===== src/include/cpu_config.svh =====
`ifndef CPU_CONFIG_SVH
`define CPU_CONFIG_SVH

// ****************************************
// core sizing
// ****************************************

// number of architectural registers.
`define NUM_REGS 16

// instruction memory depth in 32-bit words.
`define IMEM_DEPTH 256

// data memory depth in 32-bit words.
`define DMEM_DEPTH 256

// trace records the sink can absorb before it returns a credit.
`define TRACE_CREDITS 4

`endif


===== src/cpuPkg.sv =====
package cpuPkg;

	typedef logic [31:0] word_t;
	typedef logic [3:0] regIdx_t;
	typedef logic [7:0] pcAddr_t;
	typedef logic [7:0] dmAddr_t;

	typedef enum logic [2:0] {
		BRANCH  = 3'b000,
		ALU_REG = 3'b001,
		ALU_IMM = 3'b010,
		MEMORY  = 3'b100,
		HALT    = 3'b111
	} instrClass_t;

	typedef enum logic [2:0] {
		ADD, SUB, AND, OR, XOR, SHL, SHR, PASSB
	} aluOp_t;

	typedef enum logic [2:0] {
		ALWAYS, ZERO, NOTZERO, NEG, CARRY, NEVER
	} condCode_t;

	typedef struct packed {
		logic zero;
		logic negative;
		logic carry; // borrow for SUB.
	} flags_t;

	// writeback source select.
	localparam logic [1:0] WB_ALU = 2'b00;
	localparam logic [1:0] WB_MEM = 2'b01;

	typedef struct packed {
		aluOp_t aluOp;
		condCode_t cond;
		logic signExt; // second ALU operand is the sign-extended immediate.
		logic regWrite;
		logic flagWrite;
		logic memWrite;
		logic [1:0] wbSel;
		logic traceOut; // instruction commits a trace record.
	} ctrlWord_t;

	localparam ctrlWord_t CTRL_NOP = '{aluOp: ADD, cond: NEVER, signExt: 1'b0,
		regWrite: 1'b0, flagWrite: 1'b0, memWrite: 1'b0, wbSel: WB_ALU, traceOut: 1'b0};

	// rb occupies imm[15:12]; a store takes its data from rd.
	typedef struct packed {
		instrClass_t cls;
		logic [4:0] op;
		regIdx_t rd;
		regIdx_t ra;
		logic [15:0] imm;
	} instr_t;

	typedef struct packed {
		pcAddr_t pc;
		regIdx_t rd;
		word_t value;
	} trace_t;

	typedef enum logic [1:0] {
		FETCH     = 2'b00,
		DECODE    = 2'b01,
		EXECUTE   = 2'b11,
		WRITEBACK = 2'b10
	} cpuState_t;

endpackage


===== src/registerBank.sv =====
`timescale 1ns/1ps
`include "cpu_config.svh"

module registerBank (
	input logic CLK,
	input logic rstN,
	input cpuPkg::regIdx_t raIdx,
	input cpuPkg::regIdx_t rbIdx,
	input cpuPkg::regIdx_t wIdx,
	input logic wEn,
	input cpuPkg::word_t wData,
	output cpuPkg::word_t raData,
	output cpuPkg::word_t rbData
);
	import cpuPkg::*;

	word_t regs [`NUM_REGS];

	always_ff @(posedge CLK or negedge rstN) begin
		if (!rstN) begin
			for (int i = 0; i < `NUM_REGS; i++)
				regs[i] <= '0;
		end else if (wEn) begin
			regs[wIdx] <= wData;
		end
	end

	// reads see the value before this cycle's write.
	assign raData = regs[raIdx];
	assign rbData = regs[rbIdx];

endmodule


===== config.mk =====
export PLATFORM = sky130hd
export DESIGN_NAME = registerBank
export DESIGN_NICKNAME = d
export VERILOG_FILES = /design/src/cpuPkg.sv /design/src/registerBank.sv
export VERILOG_INCLUDE_DIRS = /design/src /design/src/include
export SDC_FILE = /design/constraint.sdc
export NUM_CORES = 1
export LEC_CHECK = 0
export BUFFER_PORTS_ARGS = -buffer_cell sky130_fd_sc_hd__buf_2
export CORE_MARGIN = 2
export CORE_UTILIZATION = 56
export DETAILED_ROUTE_END_ITERATION = 10
export HOLD_SLACK_MARGIN = 0.1
export PLACE_DENSITY = 0.73
export SLEW_MARGIN = 20
export SYNTH_ARGS = -nofsm -noshare
export SYNTH_HDL_FRONTEND = slang
export SYNTH_SLANG_ARGS = --single-unit

===== constraint.sdc =====
create_clock -name CLK -period 7.3 [get_ports CLK]
set_clock_uncertainty 0.2 [all_clocks]
set_input_delay 1.46 -clock CLK [delete_from_list [all_inputs] [get_ports CLK]]
set_output_delay 1.46 -clock CLK [all_outputs]
set_load 0.05 [all_outputs]

== Yosys cells after proc, flatten, opt, wreduce, memory -nomap -nowiden ==
Index checks and enable logic that the tools add are counted.

* Bits in registers: 512
* Input port bits: 47
* Output and inout bits: 64
* Word-level logic and storage cells: 33

* $lt $le $gt $ge: 4
* Multiplexer cells: 9
* Bitwise gates (word level): 3
* Reductions and logical operators: 1

{| class="wikitable"
|+ Operator list
! cell !! number
|-
| bitwise mux 512 bit || 1
|-
| binary-select mux 32 bit (select 4 bit) || 2
|-
| two-way mux 32 bit || 5
|-
| demux 32 bit (select 4 bit) || 1
|-
| >= comparator 5 bit, second input constant || 3
|-
| inverter 4 -> 5 bit || 3
|-
| < comparator 5 x 1 -> 1 bit, second input constant || 1
|-
| logical AND 1 bit || 1
|}

== Longest topological paths before layout ==
* Word-level depth: 6
* Mapped depth: 5
* Gate-level depth less buffers: 3

== Worst setup path after synthesis ==
No wires, ideal clock.

* Kind: input to output
* Start point: input raIdx[0]
* End point: output raData[11]
* Arrival time: 3.013 ns
* Required time: 5.640 ns
* Setup slack: 2.627 ns
* Stages on the path: 5
* Buffers on the path: 2
* Cells stage by stage: buf_2 buf_2 mux4_2 a22oi_1 nand2_1

* Longest elaborated chain between the ends: 4

{| class="wikitable"
|+ RTL lines
! element !! RTL line !! source
|-
| start, declared || registerBank.sv:7 || <nowiki>input cpuPkg::regIdx_t raIdx,</nowiki>
|-
| inverter 4 -> 5 bit (implied by the code) || registerBank.sv:29 || <nowiki>assign raData = regs[raIdx];</nowiki>
|-
| binary-select mux 32 bit (select 4 bit) || registerBank.sv:29 ||
|-
| two-way mux 32 bit (implied by the code) (2 in series) || registerBank.sv:29 ||
|-
| end, declared || registerBank.sv:12 || <nowiki>output cpuPkg::word_t raData,</nowiki>
|}

Every way passes these cells. The select of a mux whose other input is x is not followed.

== Worst setup path after layout ==
* Start point: input raIdx[0]
* End point: output raData[30]

The elaborated chain is that of the path after synthesis.

==> impl_metrics.json <==
{
  "vias_per_cell": 6.95,
  "critPathRequiredTime_ps": 5640,
  "ys_types": 18,
  "dieHeight_um": 221,
  "antenna_found_initial": 1,
  "synth_nets": 1722,
  "num_rows": 79,
  "synth.avg_cell_area_um2": 15.8,
  "arrival_ps": 3770,
  "grt_max_degree": 146,
  "finalSetupViolations": 0,
  "io_buffers": 110,
  "fmax_ghz": 0.184,
  "status": "finished, final reports clean",
  "clkTransAtPathRegs_ps": 60,
  "wirelength_um": 70300,
  "finalCriticalPeriod_ps": 5430,
  "worst_slack_ps": 1870,
  "hold_viol": 0,
  "final_layout_size_suffix_gt1_share_pct": 58.5,
  "dieArea_um2": 49000,
  "rr_startpoint": "regs[501]",
  "gp_congestion": 0.763,
  "clockBufferDepth": 3,
  "fp.coreArea_um2": 46600,
  "utilization_pct": 63.3,
  "cp_max_fo": 58,
  "largest_register_ff_count": 512,
  "hpwl_um": 39300,
  "rsz0062_at_grt": "false",
  "routedWlPerCell_um": 29.7,
  "area_growth_pct": 11.5,
  "h-tree-depth": 2,
  "synth-seq-area-share_pct": 48.4,
  "worst_pin_slew_ps": 1130,
  "placed_area_um2": 27600,
  "grt-ovfl-total": 0,
  "synthCells": 1675,
  "firstDrtPassIters": 5,
  "synth_largest_area_cell": "dfrtp_1",
  "dr_total_vias": 16436,
  "post-place-ws_ps": 1910,
  "hold_ws_ps": 324,
  "track_usage_pct": 29.2,
  "drt-initial-drc-count": 1761,
  "critPathLaunchType": "input port",
  "drtAntennaViolNets": 0,
  "cts_root_buf": "clkbuf_16",
  "layout.nets": 1762,
  "slew_violations": 0,
  "p_per_area_nw_per_um2": 308,
  "critPathKind": "in -> out",
  "cts_inserted_buffers": 55,
  "top_regs": "regs: 512 flops",
  "ir_worst_vdd_uv": 220,
  "clk_latency_ps": 600,
  "power.total_mw": 9.08,
  "cp-startpoint": "raIdx[0]",
  "min_period_over_period_pct": 74.3,
  "grt_pass1_vias": 17321,
  "relSlewSlack_pct": 24.3,
  "fillers": 3337,
  "stdcell_count": 2366,
  "dp_cells": 2264,
  "dieWidth_um": 221,
  "cts_setup_buffers": 0,
  "cts_hold_buf": 0,
  "drc": 0,
  "regMostFlops": "regs",
  "design.portCount": 111,
  "synth.ff_latch_count": 512,
  "cts_num_sinks": 512,
  "hp-start": "regs[40]",
  "cts-resized-gates": 0,
  "ys_warn_count": 0,
  "final_area_um2": 29500,
  "critPathCaptureType": "output port",
  "floorplan.initialDensity_pct": 56.8,
  "min_path_type": "reg -> reg",
  "cts_tree": "yes",
  "synth_top_cell_area_share_pct": 48.4,
  "synth_area_um2": 26500,
  "grt_pass1_wl_um": 108000,
  "cap_violations": 0,
  "power_leakage_nw": 12.3,
  "synthTopCellsByArea": "dfrtp_1 (48%), mux4_2 (22%), mux2_2 (22%), a22oi_1 (3.6%), buf_2 (1.4%)",
  "finalSetupTns_ps": 0
}
worst paths after layout:
check / to / slack (ps) / depth (start not counted)
max: raData[30] / 1870 / 6
min: regs[40] / 320 / 1
max reg2reg: regs[501] / 6290 / 1
min reg2reg: regs[40] / 320 / 1
max in group asynchronous: regs[83] / 4780 / 2
min in group asynchronous: regs[283] / 670 / 1
cell usage in the layout, fill, tap and decap left out, types with 3 or more instances in the layout:
| cell | netlist | final |
|---|---|---|
| dfrtp_1 | 512 | 512 |
| mux2_2 | 509 | 509 |
| mux4_2 | 256 | 256 |
| a22oi_1 | 128 | 128 |
| buf_2 | 75 | 105 |
| nand2_1 | 66 | 66 |
| clkbuf_16 | 0 | 57 |
| buf_4 | 0 | 35 |
| clkbuf_8 | 0 | 14 |
| clkbuf_1 | 95 | 13 |
| clkinv_2 | 0 | 10 |
| nor2_4 | 0 | 8 |
| buf_12 | 0 | 6 |
| nor3_2 | 0 | 5 |
| nor2b_4 | 0 | 4 |
| bufinv_16 | 0 | 4 |
| nand2b_1 | 3 | 3 |
| mux2_1 | 3 | 3 |
| clkinvlp_4 | 0 | 3 |
| buf_6 | 0 | 3 |
critical path, cell delays in order:
cell     delay [ps]
buf_8           540
buf_4           460
mux4_2          560
a22oi_1         280
nand2_1         140
buf_2           240
synth_stat cells, drive strengths merged:
master and n:
nor3 6, dfrtp 512, nand2b 3, or4 1, clkbuf 95, or3 2
buf 75, nand3b 2, nor2b 4, a22oi 128, nor2 8, mux2 512
nand3 2, and2 2, mux4 256, nand2 66, nor4 1
kinds of logic after synthesis:
logic type	after synthesis	share of synthesized area (%)
mux	768	43.6
flops	512	48.4
buf+inv	170	2.77
compound gates	128	3.63
simple gates	97	1.59
layout make-up:
cell class              count  area [µm²]  area share [%]
diodes                      1        2.50         0.00849
clock buffers              83        1650            5.61
clock inverters            17         193           0.653
multi-input cells         993       13100            44.3
flip-flops and latches    512       12800            43.4
well taps                 607         759            2.58
repair buffers            153        1010            3.44
report_power, final:
group,switching [mW],total [mW],leakage [nW],internal (mW)
clock network,1.15,2.84,0.907,1.70
logic,1.02,2.25,5.13,1.22
registers,0.483,3.99,6.28,3.51
routing by layer:
layer	vias to the layer above	track usage (%)	wire length (µm)
li1	6664	-	-
met1	8968	42.3	29300
met2	682	45.6	34000
met3	122	5.94	5210
met4	0	8.18	1750
met5	-	0	0
No activity file was read; power rests on OpenSTA's default activity.
