$ cat config.mk
export PLATFORM = sky130hd
export DESIGN_NAME = controlUnit
export DESIGN_NICKNAME = d
export VERILOG_FILES = /design/src/cpuPkg.sv /design/src/controlUnit.sv
export VERILOG_INCLUDE_DIRS = /design/src /design/src/include
export SDC_FILE = /design/constraint.sdc
export NUM_CORES = 1
export LEC_CHECK = 0
export BUFFER_PORTS_ARGS = -buffer_cell sky130_fd_sc_hd__buf_2
export CAP_MARGIN = 20
export CORE_MARGIN = 1
export CORE_UTILIZATION = 35
export CTS_CLUSTER_DIAMETER = 120
export DETAILED_ROUTE_END_ITERATION = 8
export MAX_ROUTING_LAYER = met4
export PLACE_DENSITY = 0.68
export SKIP_LAST_GASP = 1
export SYNTH_ARGS = -nofsm -noshare
export SYNTH_HDL_FRONTEND = slang
export SYNTH_SLANG_ARGS = --single-unit
export TNS_END_PERCENT = 5
$ cat constraint.sdc
create_clock -name CLK -period 1.7 [get_ports CLK]
set_input_delay 0.085 -clock CLK [delete_from_list [all_inputs] [get_ports CLK]]
set_output_delay 0.085 -clock CLK [all_outputs]
set_load 0.01 [all_outputs]
$ cat src/include/cpu_config.svh
`ifndef CPU_CONFIG_SVH
`define CPU_CONFIG_SVH

// ****************************************
// core sizing
// ****************************************

// number of architectural registers.
`define NUM_REGS 16

// instruction memory depth in 32-bit words.
`define IMEM_DEPTH 256

// data memory depth in 32-bit words.
`define DMEM_DEPTH 256

// trace records the sink can absorb before it returns a credit.
`define TRACE_CREDITS 4

`endif

$ cat src/cpuPkg.sv
package cpuPkg;

	typedef logic [31:0] word_t;
	typedef logic [3:0] regIdx_t;
	typedef logic [7:0] pcAddr_t;
	typedef logic [7:0] dmAddr_t;

	typedef enum logic [2:0] {
		BRANCH  = 3'b000,
		ALU_REG = 3'b001,
		ALU_IMM = 3'b010,
		MEMORY  = 3'b100,
		HALT    = 3'b111
	} instrClass_t;

	typedef enum logic [2:0] {
		ADD, SUB, AND, OR, XOR, SHL, SHR, PASSB
	} aluOp_t;

	typedef enum logic [2:0] {
		ALWAYS, ZERO, NOTZERO, NEG, CARRY, NEVER
	} condCode_t;

	typedef struct packed {
		logic zero;
		logic negative;
		logic carry; // borrow for SUB.
	} flags_t;

	// writeback source select.
	localparam logic [1:0] WB_ALU = 2'b00;
	localparam logic [1:0] WB_MEM = 2'b01;

	typedef struct packed {
		aluOp_t aluOp;
		condCode_t cond;
		logic signExt; // second ALU operand is the sign-extended immediate.
		logic regWrite;
		logic flagWrite;
		logic memWrite;
		logic [1:0] wbSel;
		logic traceOut; // instruction commits a trace record.
	} ctrlWord_t;

	localparam ctrlWord_t CTRL_NOP = '{aluOp: ADD, cond: NEVER, signExt: 1'b0,
		regWrite: 1'b0, flagWrite: 1'b0, memWrite: 1'b0, wbSel: WB_ALU, traceOut: 1'b0};

	// rb occupies imm[15:12]; a store takes its data from rd.
	typedef struct packed {
		instrClass_t cls;
		logic [4:0] op;
		regIdx_t rd;
		regIdx_t ra;
		logic [15:0] imm;
	} instr_t;

	typedef struct packed {
		pcAddr_t pc;
		regIdx_t rd;
		word_t value;
	} trace_t;

	typedef enum logic [1:0] {
		FETCH     = 2'b00,
		DECODE    = 2'b01,
		EXECUTE   = 2'b11,
		WRITEBACK = 2'b10
	} cpuState_t;

endpackage

$ cat src/controlUnit.sv
`timescale 1ns/1ps
`include "cpu_config.svh"

module controlUnit (
	input logic CLK,
	input logic rstN,
	input logic start,
	input cpuPkg::instrClass_t instrClass,
	input logic [4:0] op,
	input logic creditReturn,
	output cpuPkg::ctrlWord_t ctrl,
	output logic irWrite,
	output logic pcWrite,
	output logic traceValid,
	output logic halted
);
	import cpuPkg::*;

	localparam int CREDIT_W = $clog2(`TRACE_CREDITS + 1);

	cpuState_t state;
	cpuState_t nextState;
	ctrlWord_t ctrlReg;
	ctrlWord_t decoded;
	logic running;
	logic [CREDIT_W-1:0] credits;
	logic haveCredit;
	logic advance;

	// ****************************************
	// instruction decode
	// ****************************************
	always_comb begin
		decoded = CTRL_NOP;
		case (instrClass)
			ALU_REG, ALU_IMM: begin
				decoded.aluOp = aluOp_t'(op[2:0]);
				decoded.signExt = (instrClass == ALU_IMM);
				decoded.regWrite = 1'b1;
				decoded.flagWrite = 1'b1;
				decoded.traceOut = 1'b1;
			end
			MEMORY: begin
				decoded.aluOp = ADD; // address is ra plus the immediate.
				decoded.signExt = 1'b1;
				decoded.memWrite = op[4];
				decoded.regWrite = ~op[4];
				decoded.wbSel = WB_MEM;
				decoded.traceOut = ~op[4];
			end
			BRANCH: begin
				decoded.aluOp = PASSB;
				decoded.cond = condCode_t'(op[2:0]);
				decoded.signExt = 1'b1;
			end
			default: decoded = CTRL_NOP; // halt and unused classes do nothing.
		endcase
	end

	// ****************************************
	// sequencer
	// ****************************************
	assign haveCredit = (credits != '0);
	assign advance = !ctrlReg.traceOut || haveCredit; // records wait for a credit.

	always_comb begin
		nextState = state;
		case (state)
			FETCH: if (running) nextState = DECODE;
			DECODE: nextState = (instrClass == HALT) ? FETCH : EXECUTE;
			EXECUTE: nextState = WRITEBACK;
			WRITEBACK: if (advance) nextState = FETCH;
			default: nextState = FETCH;
		endcase
	end

	always_ff @(posedge CLK or negedge rstN) begin
		if (!rstN) begin
			state <= FETCH;
			running <= 1'b0;
			halted <= 1'b0;
			ctrlReg <= CTRL_NOP;
		end else begin
			state <= nextState;
			if (start && !halted)
				running <= 1'b1;
			if (state == DECODE) begin
				ctrlReg <= decoded; // held for execute and writeback.
				if (instrClass == HALT) begin
					running <= 1'b0;
					halted <= 1'b1;
				end
			end
		end
	end

	assign irWrite = (state == FETCH) && running;
	assign pcWrite = (state == WRITEBACK) && advance;
	assign traceValid = (state == WRITEBACK) && ctrlReg.traceOut && haveCredit;

	// enables fire only in the cycle that leaves writeback.
	always_comb begin
		ctrl = CTRL_NOP;
		if (state == EXECUTE || state == WRITEBACK) begin
			ctrl = ctrlReg;
			ctrl.regWrite = ctrlReg.regWrite && pcWrite;
			ctrl.flagWrite = ctrlReg.flagWrite && pcWrite;
			ctrl.memWrite = ctrlReg.memWrite && pcWrite;
		end
	end

	// ****************************************
	// trace credits
	// ****************************************
	always_ff @(posedge CLK or negedge rstN) begin
		if (!rstN) begin
			credits <= CREDIT_W'(`TRACE_CREDITS);
		end else begin
			case ({traceValid, creditReturn})
				2'b10: credits <= credits - 1'b1;
				2'b01: credits <= credits + 1'b1;
				default: credits <= credits;
			endcase
		end
	end

	aCreditBound: assert property (@(posedge CLK) disable iff (!rstN)
		credits <= CREDIT_W'(`TRACE_CREDITS))
		else $error("sink returned more credits than were granted.");

endmodule

Word level (Yosys, flattened, before mapping)
Index checks and enable logic that the tools add are counted.
{"block": "totals", "elab_cells": 60, "input_bits": 12, "output_inout_bits": 17, "reg_bits": 19}
{"block": "op_classes", "reduce_logical": 20, "add_sub_neg": 2, "bitwise": 1, "n_mux": 15, "n_eq_ne": 11}
{"op": "$mux W13", "n": 1}
{"op": "$pmux W3 S2", "n": 2}
{"op": "$logic_and A1 B1 Y1", "n": 8}
{"op": "$pmux W2 S4", "n": 1}
{"op": "$eq A2 B2 Y1 const B", "n": 3}
{"op": "$eq A3 B3 Y1 const B", "n": 2}
{"op": "$mux W2", "n": 3}
{"op": "$mux W3", "n": 2}
{"op": "$eq A2 B1 Y1 const B", "n": 2}
{"op": "$mux W1", "n": 4}
{"op": "$ne A2 B2 Y1 const B", "n": 2}
{"op": "$pmux W1 S2", "n": 2}
{"op": "$reduce_and A2 Y1", "n": 2}
{"op": "$reduce_or A2 Y1", "n": 2}
{"op": "$add A3 B1 Y3 const B", "n": 1}
{"op": "$eq A3 B1 Y1 const B", "n": 1}
{"op": "$eq A3 B2 Y1 const B", "n": 1}
{"op": "$logic_not A3 Y1", "n": 1}
{"op": "$reduce_bool A3 Y1", "n": 1}
{"op": "$sub A3 B1 Y3 const B", "n": 1}
{"op": "$logic_not A1 Y1", "n": 2}
{"op": "$logic_not A2 Y1", "n": 1}
{"op": "$logic_or A1 B1 Y1", "n": 2}
{"op": "$reduce_bool A2 Y1", "n": 1}
{"op": "$not A1 Y1", "n": 1}

Longest topological paths before layout
{"block": "depth", "ltp_word": 5, "depth_mapped": 9, "mapped_depth_nobuf": 9}

Worst setup path after synthesis
OpenSTA, ideal clock, no wires.
{"block": "synth_timing", "kind": "register to register", "start": "register credits[2]", "end": "register credits[1]", "setup_ns": 0.125, "stages_incl_launch_ff": 8, "required_ns": 1.575, "path_slack_ns": -0.362, "period_less_slack_ns": 2.062, "n_path_buf": 0, "t_arrival_ns": 1.938, "path_cell_list": "dfstp_2 -> nor3_4 -> nor3_1 -> inv_1 -> ha_1 -> inv_1 -> fa_1 -> mux2_2"}
{"block": "synth_via", "elab_chain_cells": 4, "elab_cells_between_ends": 6, "cone_classes": "2 x eq/ne; 1 x mux; 3 x reduce/logical"}
{"element": "start, declared", "line_no": "controlUnit.sv:26", "source": "logic [CREDIT_W-1:0] credits;"}
{"element": "start signal, assigned", "line_no": "controlUnit.sv:117", "source": "credits <= CREDIT_W'(`TRACE_CREDITS);"}
{"element": "start signal, assigned", "line_no": "controlUnit.sv:120", "source": "2'b10: credits <= credits - 1'b1;"}
{"element": "start signal, assigned", "line_no": "controlUnit.sv:121", "source": "2'b01: credits <= credits + 1'b1;"}
{"element": "$reduce_bool A3 Y1 *", "line_no": "controlUnit.sv:63", "source": "assign haveCredit = (credits != '0);"}
{"element": "$logic_and A1 B1 Y1 *", "line_no": "controlUnit.sv:99", "source": "assign traceValid = (state == WRITEBACK) && ctrlReg.traceOut && haveCredit;"}
{"element": "named net traceValid", "line_no": "controlUnit.sv:14", "source": "output logic traceValid,"}
{"element": "$eq A2 B1 Y1 / $eq A2 B2 Y1 (equally long branches)", "line_no": "controlUnit.sv:119", "source": "case ({traceValid, creditReturn})"}
{"element": "$pmux W3 S2 / $reduce_bool A2 Y1 (equally long branches)"}
Mark *: on every way through the listed nets, which the timed path passes. The rest lies on a longest branch.
A chain may end at the register's enable or synchronous reset.

Worst setup path in the final report
{"block": "layout_timing", "start": "register credits[2]", "end": "register credits[1]"}
{"block": "layout_via", "elab_chain_cells": 4, "elab_cells_between_ends": 6, "cone_classes": "2 x eq/ne; 1 x mux; 3 x reduce/logical"}
{"element": "$reduce_bool A3 Y1 *", "line_no": "controlUnit.sv:63"}
{"element": "$logic_and A1 B1 Y1 *", "line_no": "controlUnit.sv:99"}
{"element": "$eq A2 B1 Y1 / $eq A2 B2 Y1 (equally long branches)", "line_no": "controlUnit.sv:119"}
{"element": "$pmux W3 S2 / $reduce_bool A2 Y1 (equally long branches)"}
Every way passes the cells marked *; elsewhere a longest branch is shown, timed or not.

==> out/results.ini <==
[sta]
timing.final.crit_share_pct = 107
rsz0062_at_grt = true
holdWs_ps = 15.2
setup_ws_ps = -124
fin_setup_tns_ps = -213
setup_viol = 2
maxSlewViolCount = 0
hold_viol = 0
finClkSkew_ps = 0.523
min_period_ps = 1820
fmax_ghz = 0.548

[final_layout]
utilization_pct = 45.2
syn_to_final_growth_pct = 21.7
diodes = 0
layout-drive-gt1-share_pct = 39.9
final_nets = 153
fin_cells = 169

[logic_synthesis]
seq_area_frac_synth_pct = 44.0
syn-num-nets = 120
synth_cell_types = 38
yosys_warnings = 0
syn_inst = 106
yosysTopAreaCell = dfrtp_1
avgSynthCellArea_um2 = 9.74
synth_edf_count = 0
synth_seq_cells = 18
ys_top_cells_by_count = dfrtp_1, nand2_1, nor2_1, and2_1, inv_1
synthArstFlopShare_pct = 100
synthTopCellsByArea = dfrtp_1, dfstp_2, and2_1
synth_top_area_share_pct = 36.4
synth_area_um2 = 1030
synth.most_common_cell = dfrtp_1
ys.flop_type = dfrtp_1

[critical_path]
max_stage_delay_ps = 570
cp-end-kind = flop
critical_path_class = flop to flop
crit_chain = nor3_4, nor3_2, inv_1, ha_4, inv_2, fa_2, mux2_2
r2r_setup_slack_ps = -120
reg2reg_depth = 7
critPathSlowestCell = dfstp_2
arrival_ps = 2020
critPathRequiredTime_ps = 1890
crit_path_start_kind = flop
path_max_fanout = 2

[drt]
postRouteAntennaNets = 0
routed_wl_um = 2020
first_iter_violations = 9
viasPerCell = 4.83
drcViolationCount = 0
drtPass1Iterations = 4
dr_total_vias = 816
wl_per_cell_um = 12.0

[placed_design]
portBuffers = 26
gp_congestion = 0.734
dpl.hpwl_um = 1570
dp_cells = 164

[die]
initial_core_util_pct = 37.1
die_h_um = 56.3
row_count = 19
die_area_um2 = 3170
core_area_um2 = 2780
die_x_um = 56.3
io_pins = 29

[run_status]
violations = negative setup slack
status = finished with violations

[global_route]
antenna_found_initial = 0
grt-busiest-layer = met2
met3_usage_pct = 4.84
grt_use_total_pct = 15.2
grt_pass1_vias = 818
grt_use_met2_pct = 26.2
grt_max_degree = 19
overflow = 0
use_met1_pct = 18.0
grt_pass1_wl_um = 3650

[hold_path]
hold_path_depth = 3
hold_path.class = input port to flop

[clock_tree]
post_cts_buffers = 0
cts_root_buf = clkbuf_4
numCtsBuffers = 3
h-tree-depth = 1
cts_tree = yes
cts_sinks = 18
worstSkewPairLatency_ps = 290
clkTransAtPathRegs_ps = 100
cts_buffer_depth = 2

[pwr]
fin_total_pwr_mw = 1.01
leakagePower_nw = 0.626
powerDensity_nw_per_um2 = 801
peakVddDrop_mv = 0.519

[job]
max_cap_violations = 0

per-layer routing:
layer	wire [um]	share of wire [%]
met3	106	5.2
met1	886	44
met4	0	0
met2	1030	51
met5	0	0
final timing paths:
path / startpoint / endpoint
hold / removal: op[2] / ctrlReg[9]
setup / recovery: credits[2] / credits[1]
setup reg to reg: credits[2] / credits[1]
hold reg to reg: ctrlReg[6] / ctrlReg[6]
min in group asynchronous: rstN / credits[1]
max in group asynchronous: rstN / ctrlReg[9]
power breakdown:
group          switching, mW  leakage, nW  internal (mW)
clock network          0.133       0.0150         0.0914
registers             0.0422        0.192          0.479
logic                  0.114        0.419          0.146
total                  0.289        0.626          0.717
stage by stage:
step | instance area [um^2] | worst slack, ps
2_1_floorplan | 1040 | -240
3_3_place_gp | 1210 | -107
3_5_place_dp | 1210 | -165
4_1_cts | 1250 | -130
5_1_grt | 1260 | -213
6_report | 1260 | -124
state kept, by name, indices dropped and copies added, names as in the netlist:
| name | count |
|---|---|
| ctrlReg | 11 |
| credits | 3 |
| state | 2 |
| halted | 1 |
| running | 1 |
worst max-delay path, delay by kind of cell, from the launching register on:
| kind | cells | cell delay, ps |
|---|---|---|
| multiplexers | 1 | 260 |
| flip-flops | 1 | 570 |
| AND/OR/NAND/NOR | 2 | 170 |
| buffers and inverters | 2 | 140 |
| adder cells (fa/ha/maj) | 2 | 580 |
kinds of logic after synthesis:
| logic type | synth area share [%] |
|---|---|
| flip-flops | 44.0 |
| AO/OA/AOI/OAI | 11.0 |
| buffers and inverters | 8.48 |
| adder cells (fa/ha/maj) | 6.18 |
| multiplexers | 2.06 |
| AND/OR/NAND/NOR | 24.5 |
| XOR/XNOR | 3.39 |
| other | 0.363 |
cell type report:
cell class / instances / area, um^2
inverter: 7 / 26.3
timing repair buffer: 35 / 200
fill: 285 / 1530
tap: 31 / 38.8
sequential: 18 / 454
clock buffer: 4 / 26.3
multi-input combinational: 74 / 510
timing repair:
| item | 4_1_cts | 5_1_grt |
|---|---|---|
| endpoints found under the setup margin | 2 | 2 |
| gates resized for setup | 2 | 1 |
| hold buffers | 1 | 0 |
| pin swaps | 4 | 3 |
| endpoints found under the hold margin | 15 | 0 |
placed cells by master, fill, tap and decap left out, types with 2 or more instances in the layout:
cell,n
buf_2,26
dfrtp_1,15
nand2_1,12
nor2_1,9
and2_1,8
buf_4,8
inv_1,6
o21ai_2,4
nand3_1,3
a21oi_1,3
o21ai_0,3
clkbuf_4,3
dfstp_2,3
nor3_2,2
or2b_1,2
nor3b_1,2
a31oi_1,2
xor2_1,2
xnor2_1,2
maj3_1,2
(Power assumes the default switching activity.)
